### src/rtl/wb_pkg.sv
package wb_pkg;

    // ******************************
    // CSR numbers
    // ******************************
    localparam logic [13:0] CSR_CRMD   = 14'h0000;
    localparam logic [13:0] CSR_PRMD   = 14'h0001;
    localparam logic [13:0] CSR_ESTAT  = 14'h0005;
    localparam logic [13:0] CSR_ERA    = 14'h0006;
    localparam logic [13:0] CSR_EENTRY = 14'h000c;
    localparam logic [13:0] CSR_SAVE0  = 14'h0030;  // SAVE n at CSR_SAVE0 + n.

    // ******************************
    // Software-writable bits
    // ******************************
    localparam logic [31:0] CRMD_WMASK   = 32'h0000_0007;  // PLV and IE.
    localparam logic [31:0] PRMD_WMASK   = 32'h0000_0007;  // PPLV and PIE.
    localparam logic [31:0] ESTAT_WMASK  = 32'h0000_0003;  // Software interrupt bits.
    localparam logic [31:0] ERA_WMASK    = 32'hffff_ffff;
    localparam logic [31:0] EENTRY_WMASK = 32'hffff_ffc0;  // Entry is 64-byte aligned.

    localparam logic [5:0] ECODE_SYS = 6'h0b;

    // One-hot op of the retiring instruction.
    typedef struct packed {
        logic csrrd;
        logic csrwr;
        logic csrxchg;
        logic ertn;
        logic syscall;
    } csr_op_t;

    // Item handed over by the memory stage.
    typedef struct packed {
        logic [31:0] pc;
        logic [31:0] final_result;
        logic [4:0]  dest;
        logic        gr_we;
        csr_op_t     csr_op;
        logic [13:0] csr_num;
        logic [31:0] csr_wvalue;  // rd operand.
        logic [31:0] csr_wmask;   // rj operand, csrxchg only.
    } ms_to_ws_t;

    // Command from the stage register to the CSR file.
    typedef struct packed {
        logic        valid;
        logic        re;
        logic        we;
        logic [13:0] num;
        logic [31:0] wvalue;
        logic [31:0] wmask;
        logic        ex;
        logic        ertn;
        logic [31:0] pc;
    } csr_cmd_t;

    // Register file write port.
    typedef struct packed {
        logic        valid;
        logic        we;
        logic [4:0]  waddr;
        logic [31:0] wdata;
    } rf_bus_t;

    // Fetch redirect on exception entry or return.
    typedef struct packed {
        logic        flush;
        logic        is_ertn;
        logic [31:0] target;
    } redirect_t;

endpackage

### src/rtl/csr_file.sv
module csr_file #(
    parameter int SAVE_COUNT = 4
) (
    input  logic                clk,
    input  logic                reset,
    input  wb_pkg::csr_cmd_t    csr_cmd,
    output logic [31:0]         csr_rvalue,
    output logic [31:0]         csr_eentry,
    output logic [31:0]         csr_era
);

    localparam int SAVE_IDX_W = (SAVE_COUNT > 1) ? $clog2(SAVE_COUNT) : 1;

    logic [31:0] crmd;
    logic [31:0] prmd;
    logic [31:0] estat;
    logic [31:0] era;
    logic [31:0] eentry;
    logic [31:0] save_regs [SAVE_COUNT];

    logic                  wr_en;
    logic [13:0]           save_off;
    logic                  save_hit;
    logic [SAVE_IDX_W-1:0] save_idx;
    logic [31:0]           rd_raw;

    // Old value with the bits selected by both masks taken from wvalue.
    function automatic logic [31:0] merge_bits(
        input logic [31:0] old_value,
        input logic [31:0] field_mask,
        input logic [31:0] op_mask,
        input logic [31:0] new_value
    );
        logic [31:0] m;
        m = field_mask & op_mask;
        return (old_value & ~m) | (new_value & m);
    endfunction

    assign wr_en    = csr_cmd.valid & csr_cmd.we;
    assign save_off = csr_cmd.num - wb_pkg::CSR_SAVE0;
    assign save_hit = (csr_cmd.num >= wb_pkg::CSR_SAVE0) && (save_off < 14'(SAVE_COUNT));
    assign save_idx = save_off[SAVE_IDX_W-1:0];

    // ******************************
    // Read side
    // ******************************
    always_comb begin
        rd_raw = 32'h0;  // Unimplemented numbers read as zero.
        case (csr_cmd.num)
            wb_pkg::CSR_CRMD:   rd_raw = crmd;
            wb_pkg::CSR_PRMD:   rd_raw = prmd;
            wb_pkg::CSR_ESTAT:  rd_raw = estat;
            wb_pkg::CSR_ERA:    rd_raw = era;
            wb_pkg::CSR_EENTRY: rd_raw = eentry;
            default: begin
                if (save_hit) begin
                    rd_raw = save_regs[save_idx];
                end
            end
        endcase
    end

    assign csr_rvalue = csr_cmd.re ? rd_raw : 32'h0;
    assign csr_eentry = eentry;
    assign csr_era    = era;

    // ******************************
    // Privilege state
    // ******************************
    always_ff @(posedge clk) begin
        if (reset) begin
            crmd <= 32'h0;  // PLV 0, interrupts off.
        end else if (csr_cmd.ex) begin
            crmd[2:0] <= 3'b000;
        end else if (csr_cmd.ertn) begin
            crmd[2:0] <= prmd[2:0];
        end else if (wr_en && csr_cmd.num == wb_pkg::CSR_CRMD) begin
            crmd <= merge_bits(crmd, wb_pkg::CRMD_WMASK, csr_cmd.wmask, csr_cmd.wvalue);
        end
    end

    always_ff @(posedge clk) begin
        if (reset) begin
            prmd <= 32'h0;
        end else if (csr_cmd.ex) begin
            prmd[2:0] <= crmd[2:0];  // Save PLV and IE.
        end else if (wr_en && csr_cmd.num == wb_pkg::CSR_PRMD) begin
            prmd <= merge_bits(prmd, wb_pkg::PRMD_WMASK, csr_cmd.wmask, csr_cmd.wvalue);
        end
    end

    // ******************************
    // Exception state
    // ******************************
    always_ff @(posedge clk) begin
        if (reset) begin
            estat <= 32'h0;
        end else if (csr_cmd.ex) begin
            estat[21:16] <= wb_pkg::ECODE_SYS;
        end else if (wr_en && csr_cmd.num == wb_pkg::CSR_ESTAT) begin
            estat <= merge_bits(estat, wb_pkg::ESTAT_WMASK, csr_cmd.wmask, csr_cmd.wvalue);
        end
    end

    always_ff @(posedge clk) begin
        if (reset) begin
            era <= 32'h0;
        end else if (csr_cmd.ex) begin
            era <= csr_cmd.pc;  // Return address is the syscall itself.
        end else if (wr_en && csr_cmd.num == wb_pkg::CSR_ERA) begin
            era <= merge_bits(era, wb_pkg::ERA_WMASK, csr_cmd.wmask, csr_cmd.wvalue);
        end
    end

    always_ff @(posedge clk) begin
        if (reset) begin
            eentry <= 32'h0;
        end else if (wr_en && csr_cmd.num == wb_pkg::CSR_EENTRY) begin
            eentry <= merge_bits(eentry, wb_pkg::EENTRY_WMASK, csr_cmd.wmask,
                                 csr_cmd.wvalue);
        end
    end

    // ******************************
    // Scratch registers
    // ******************************
    always_ff @(posedge clk) begin
        if (reset) begin
            for (int i = 0; i < SAVE_COUNT; i++) begin
                save_regs[i] <= 32'h0;
            end
        end else if (wr_en && save_hit) begin
            save_regs[save_idx] <= merge_bits(save_regs[save_idx], 32'hffff_ffff,
                                              csr_cmd.wmask, csr_cmd.wvalue);
        end
    end

endmodule

### src/rtl/wb_commit.sv
module wb_commit (
    input  logic                 ws_valid,
    input  wb_pkg::ms_to_ws_t    ws_item,
    input  logic [31:0]          csr_rvalue,
    input  logic [31:0]          csr_eentry,
    input  logic [31:0]          csr_era,
    output wb_pkg::rf_bus_t      rf_bus,
    output wb_pkg::redirect_t    redirect,
    output logic [31:0]          debug_wb_pc,
    output logic [3:0]           debug_wb_rf_we,
    output logic [4:0]           debug_wb_rf_wnum,
    output logic [31:0]          debug_wb_rf_wdata
);

    logic csr_to_rf;
    logic take_syscall;
    logic take_ertn;

    // CSR ops return the old CSR value to rd.
    assign csr_to_rf = ws_item.csr_op.csrrd
                     | ws_item.csr_op.csrwr
                     | ws_item.csr_op.csrxchg;

    // ******************************
    // Register file write
    // ******************************
    always_comb begin
        rf_bus.valid = ws_valid;
        rf_bus.we    = ws_valid & ws_item.gr_we;
        rf_bus.waddr = ws_item.dest;
        rf_bus.wdata = csr_to_rf ? csr_rvalue : ws_item.final_result;
    end

    // ******************************
    // Fetch redirect
    // ******************************
    assign take_syscall = ws_valid & ws_item.csr_op.syscall;
    assign take_ertn    = ws_valid & ws_item.csr_op.ertn;

    always_comb begin
        redirect.flush   = take_syscall | take_ertn;
        redirect.is_ertn = take_ertn;
        redirect.target  = take_ertn ? csr_era : csr_eentry;
    end

    // Trace mirrors the register write.
    assign debug_wb_pc       = ws_item.pc;
    assign debug_wb_rf_we    = {4{rf_bus.we}};
    assign debug_wb_rf_wnum  = rf_bus.waddr;
    assign debug_wb_rf_wdata = rf_bus.wdata;

endmodule

### src/rtl/wb_stage.sv
module wb_stage (
    input  logic                 clk,
    input  logic                 reset,
    input  logic                 ms_to_ws_valid,
    input  wb_pkg::ms_to_ws_t    ms_to_ws_bus,
    input  logic                 flush,
    output logic                 ws_allowin,
    output logic                 ws_valid,
    output wb_pkg::ms_to_ws_t    ws_item,
    output wb_pkg::csr_cmd_t     csr_cmd
);

    logic is_csr_access;
    logic is_csr_write;

    // ******************************
    // Handshake and stage register
    // ******************************
    assign ws_allowin = 1'b1;  // Writeback never stalls.

    always_ff @(posedge clk) begin
        if (reset) begin
            ws_valid <= 1'b0;
        end else if (flush) begin
            ws_valid <= 1'b0;  // Exception or ertn kills the next item.
        end else if (ws_allowin) begin
            ws_valid <= ms_to_ws_valid;
        end
    end

    always_ff @(posedge clk) begin
        if (ms_to_ws_valid && ws_allowin) begin
            ws_item <= ms_to_ws_bus;
        end
    end

    // ******************************
    // CSR command decode
    // ******************************
    assign is_csr_access = ws_item.csr_op.csrrd
                         | ws_item.csr_op.csrwr
                         | ws_item.csr_op.csrxchg;
    assign is_csr_write  = ws_item.csr_op.csrwr | ws_item.csr_op.csrxchg;

    always_comb begin
        csr_cmd.valid  = ws_valid;
        csr_cmd.re     = ws_valid & is_csr_access;
        csr_cmd.we     = ws_valid & is_csr_write;
        csr_cmd.num    = ws_item.csr_num;
        csr_cmd.wvalue = ws_item.csr_wvalue;
        // Plain csrwr writes every writable bit.
        csr_cmd.wmask  = ws_item.csr_op.csrxchg ? ws_item.csr_wmask : 32'hffff_ffff;
        csr_cmd.ex     = ws_valid & ws_item.csr_op.syscall;
        csr_cmd.ertn   = ws_valid & ws_item.csr_op.ertn;
        csr_cmd.pc     = ws_item.pc;
    end

endmodule

### src/rtl/wb_top.sv
module wb_top #(
    parameter int SAVE_COUNT = 4
) (
    input  logic                 clk,
    input  logic                 reset,
    input  logic                 ms_to_ws_valid,
    input  wb_pkg::ms_to_ws_t    ms_to_ws_bus,
    output logic                 ws_allowin,
    output wb_pkg::rf_bus_t      rf_bus,
    output wb_pkg::redirect_t    redirect,
    output logic [31:0]          debug_wb_pc,
    output logic [3:0]           debug_wb_rf_we,
    output logic [4:0]           debug_wb_rf_wnum,
    output logic [31:0]          debug_wb_rf_wdata
);

    logic               ws_valid;
    wb_pkg::ms_to_ws_t  ws_item;
    wb_pkg::csr_cmd_t   csr_cmd;
    logic [31:0]        csr_rvalue;
    logic [31:0]        csr_eentry;
    logic [31:0]        csr_era;

    wb_stage u_stage (
        .clk            (clk),
        .reset          (reset),
        .ms_to_ws_valid (ms_to_ws_valid),
        .ms_to_ws_bus   (ms_to_ws_bus),
        .flush          (redirect.flush),
        .ws_allowin     (ws_allowin),
        .ws_valid       (ws_valid),
        .ws_item        (ws_item),
        .csr_cmd        (csr_cmd)
    );

    csr_file #(
        .SAVE_COUNT (SAVE_COUNT)
    ) u_csr (
        .clk        (clk),
        .reset      (reset),
        .csr_cmd    (csr_cmd),
        .csr_rvalue (csr_rvalue),
        .csr_eentry (csr_eentry),
        .csr_era    (csr_era)
    );

    wb_commit u_commit (
        .ws_valid          (ws_valid),
        .ws_item           (ws_item),
        .csr_rvalue        (csr_rvalue),
        .csr_eentry        (csr_eentry),
        .csr_era           (csr_era),
        .rf_bus            (rf_bus),
        .redirect          (redirect),
        .debug_wb_pc       (debug_wb_pc),
        .debug_wb_rf_we    (debug_wb_rf_we),
        .debug_wb_rf_wnum  (debug_wb_rf_wnum),
        .debug_wb_rf_wdata (debug_wb_rf_wdata)
    );

endmodule

### config.mk
export PLATFORM = sky130hd
export DESIGN_NAME = wb_top
export DESIGN_NICKNAME = d
export VERILOG_FILES = /design/src/rtl/wb_pkg.sv /design/src/rtl/csr_file.sv /design/src/rtl/wb_commit.sv /design/src/rtl/wb_stage.sv /design/src/rtl/wb_top.sv
export SDC_FILE = /design/constraint.sdc
export NUM_CORES = 1
export LEC_CHECK = 0
export ABC_AREA = 1
export BUFFER_PORTS_ARGS = -buffer_cell sky130_fd_sc_hd__buf_2
export CAP_MARGIN = 30
export CORE_MARGIN = 3
export CORE_UTILIZATION = 25
export DETAILED_ROUTE_END_ITERATION = 6
export GPL_TIMING_DRIVEN = 0
export PLACE_DENSITY = 0.4
export SETUP_SLACK_MARGIN = 0.2
export SLEW_MARGIN = 20
export SYNTH_ARGS = -nofsm -noshare
export SYNTH_HDL_FRONTEND = slang
export SYNTH_HIERARCHICAL = 1
export SYNTH_SLANG_ARGS = --single-unit
### constraint.sdc
create_clock -name clk -period 7.87 [get_ports clk]
set_input_delay 0.3935 -clock clk [delete_from_list [all_inputs] [get_ports clk]]
set_output_delay 0.3935 -clock clk [all_outputs]
set_load 0.005 [all_outputs]
Word-level counts from Yosys, hierarchy flattened:

Memory sizes are Yosys's and may differ from the RTL's.
Cells that the tools add are included.

* register bits after elaboration: 314
* bits in writable memories: 128
* bits of input ports: 156
* output and inout port bits: 147
* logic and storage cells: 102
* memories kept: 1

* $add $sub $neg: 1
* magnitude comparators: 2
* equality and inequality tests: 4
* multiplexer cells: 22
* bitwise gates (word level): 32
* reductions and logical operators: 18

Memory list
* u_csr.save_regs: depth 4, bits a word 32, rd ports 1, clocked after Yosys merged registers in 0, wr ports 4, line csr_file.sv:19 `logic [31:0] save_regs [SAVE_COUNT];`

Operators with widths (count)
* $and A32 B32 Y32: 8
* $mux W32: 8
* $or A32 B32 Y32: 6
* $pmux W32 S5: 1
* $not A32 Y32: 2
* $and A32 B2 Y32: 1
* $and A32 B3 Y32: 1
* $not A2 Y32: 1
* $not A3 Y32: 1
* $reduce_or A32 Y1: 1
* $eq A14 B3 Y1 const B: 2
* $mux W20: 1
* $eq A14 B1 Y1 const B: 1
* $eq A14 B4 Y1 const B: 1
* $ge A14 B6 Y1 const B: 1
* $logic_not A14 Y1: 1
* $lt A14 B3 Y1 const B: 1
* $sub A14 B6 Y14 const B: 1
* $mux W3: 4
* $reduce_bool A2 Y1: 4
* $logic_and A1 B1 Y1: 7
* $and A1 B1 Y1: 6
* $mux W1: 6
* $mux W4: 1
* other kinds (6): 12

Longest topological paths before layout:

* depth in word-level cells: 9
* depth in mapped cells: 16
* mapped depth without buffers: 13

Modules after synthesis:

Netlist, hierarchy kept.

By module, submodules not included
* csr_file: times used 1, cells an instance 1371, area each 10453.8 µm², sequential area each 5185.0 µm²
* wb_stage: times used 1, cells an instance 280, area each 5495.3 µm², sequential area each 4614.4 µm²
* wb_commit: times used 1, cells an instance 296, area each 1527.7 µm², sequential area each 0.0 µm²

Worst setup path after synthesis:

OpenSTA, ideal clock, no wires.

* path type: reg2reg
* start point: register u_stage/csr_cmd[111] (netlist name)
* end point: memory u_csr.save_regs[0][0], enable pin
* library setup time: 0.466 ns
* arrival time: 3.374 ns
* required time: 7.404 ns
* setup slack: 4.031 ns
* cell stages (with the launch flop): 7
* path buffers: 0
* period minus slack after synthesis: 3.839 ns
* cell sequence: edfxtp_1 or2_4 nor2_8 nand4_4 inv_2 nand2_1 o21ai_0

RTL lines (line)
* end: declaration: csr_file.sv:19

==> results.json <==
{
  "synth_warnings": 6,
  "grt_first_pass_wirelength_mm": 97.0,
  "num_vias": 14800,
  "finalWorstSetupSlack_ns": 3.94,
  "fp.dieH_um": 268,
  "fin_area_um2": 22900,
  "cts_tree": "built",
  "grt_use_total_pct": 18.5,
  "tightest_slew_ns": 1.05,
  "antenna_found_initial": 1,
  "place_area_um2": 20000,
  "crit_fanout": 10,
  "cts_buffer_depth": 3,
  "cp.arrival_ns": 3.54,
  "grt-ovfl-total": 0,
  "min_path_cells": 2,
  "final_layout_size_suffix_gt1_share_pct": 24.9,
  "pin_count": 303,
  "syn_area_per_cell_um2": 9.01,
  "core_um2": 67500,
  "syn2layout_area_growth_pct": 33.6,
  "final_cell_mix": "nand2_1, buf_2, nor2_1, edfxtp_1, dlygate4sd3_1",
  "cellPowerDensity_nw_per_um2": 205,
  "num_rows": 95,
  "grt_pass1_vias": 14600,
  "crit_path_start_kind": "register",
  "slew_headroom_pct": 30.1,
  "leakage_uw": 0.00972,
  "dieWidth_um": 268,
  "hold_path_class": "in -> reg",
  "grt_max_degree": 92,
  "gp_congestion": 0.865,
  "n_antenna_cell": 0,
  "status": "finished, final reports clean",
  "cts.clk_slew.worst_paths_ns": 0.06,
  "dpl_worst_slack_ns": 4.59,
  "wl_mm": 67.4,
  "clock_sinks": 349,
  "dieArea_um2": 71700,
  "rsz0062_at_grt": "false",
  "wl_per_cell_um": 20.3,
  "finalSetupViolations": 0,
  "fin_nets": 2570,
  "holdWs_ns": 0.142,
  "viasPerCell": 4.46,
  "tns_ns": 0,
  "slew_violations": 0,
  "mostFrequentLayoutCell": "nand2_1",
  "maxCapViolations": 0,
  "final_antenna_net_count": 0,
  "endpoint_kind": "output pin",
  "hold_violations": 0,
  "drcViolationCount": 0,
  "final.period_utilization_pct": 49.9,
  "period_needed_ns": 3.93,
  "setup.worst_path.class": "reg -> out",
  "ctsRootBufferMaster": "clkbuf_16",
  "skew_ns": 0.0173,
  "netlist_area_um2": 17100,
  "htreeDepth": 2,
  "portBuffers": 301,
  "firstDrtPassIters": 5,
  "numCtsBuffers": 44,
  "dp_hpwl_mm": 50.6,
  "ff2ff_path_depth": 8,
  "syn_inst": 1901,
  "worstPathRequired_ns": 7.48,
  "start_util_pct": 25.4,
  "max_freq_mhz": 255,
  "drtIter0Drc": 1156,
  "clk_latency_ns": 0.57,
  "irDropWorstVdd_mv": 0.138,
  "cts_setup_buffers": 0
}
-- where the power goes --
group          switching, µW  internal [µW]  total, µW
Combinational            342            242        584
Clock                    811           1140       1950
Sequential              54.1           2100       2150
-- layer usage --
metal	up-vias	routed length, µm	part of all wire [%]	GRT usage (%)
met5	-	17	0.025	0
met4	2	1460	2.2	5.07
met3	90	3890	5.8	2.68
met2	496	31700	47	30.3
met1	7090	30300	45	25.6
li1	7138	-	-	-
-- through the flow --
step / utilization [%] / cells / power, µW
2_1_floorplan: - / 1906 / 2430
3_3_place_gp: 29.3 / 3080 / 2700
3_5_place_dp: 29.6 / 3088 / 2710
4_1_cts: 33.9 / 3322 / 4760
5_1_grt: 33.9 / 3322 / 4870
6_report: 33.9 / 3322 / 4680
-- worst paths after layout --
kind	startpoint	endpoint	slack [ns]
worst min register to register	register	register	0.47
worst min-delay path	reset	u_stage/ws_valid$_SDFF_PP0_	0.14
worst max-delay path	u_stage/csr_cmd[99]$_DFFE_PP_	rf_bus[13]	3.94
worst max register to register	u_stage/csr_cmd[99]$_DFFE_PP_	u_csr/save_regs[1][27]$_SDFFCE_PN0P_	4.76
-- critical path, stage by stage (launching register included) --
cell,delay [ns]
edfxtp_1,0.36
buf_4,0.19
nor2_4,0.30
nand2_1,0.11
nor2_2,0.10
nand2_2,0.19
clkbuf_1,0.33
o21ai_0,0.46
inv_1,0.09
nand2_1,0.12
nand2_1,0.06
nor2_1,0.12
nand2_1,0.20
nand2_1,0.14
buf_4,0.11
buf_2,0.09
-- timing repair --
action / 4_1_cts / 5_1_grt
resized for setup: 0 / 0
hold buffers: 153 / 0
endpoints found under the hold margin: 153 / 0
-- cell type report --
cell class / count / area (µm²)
Multi-Input combinational cell: 1217 / 5490
Clock inverter: 27 / 183
Timing Repair Buffer: 462 / 3240
Fill cell: 7137 / 44600
Buffer: 213 / 1430
Inverter: 127 / 477
Sequential cell: 349 / 9800
Clock buffer: 54 / 1190
Tap cell: 873 / 1090
Power figures use the tool's default switching activity.
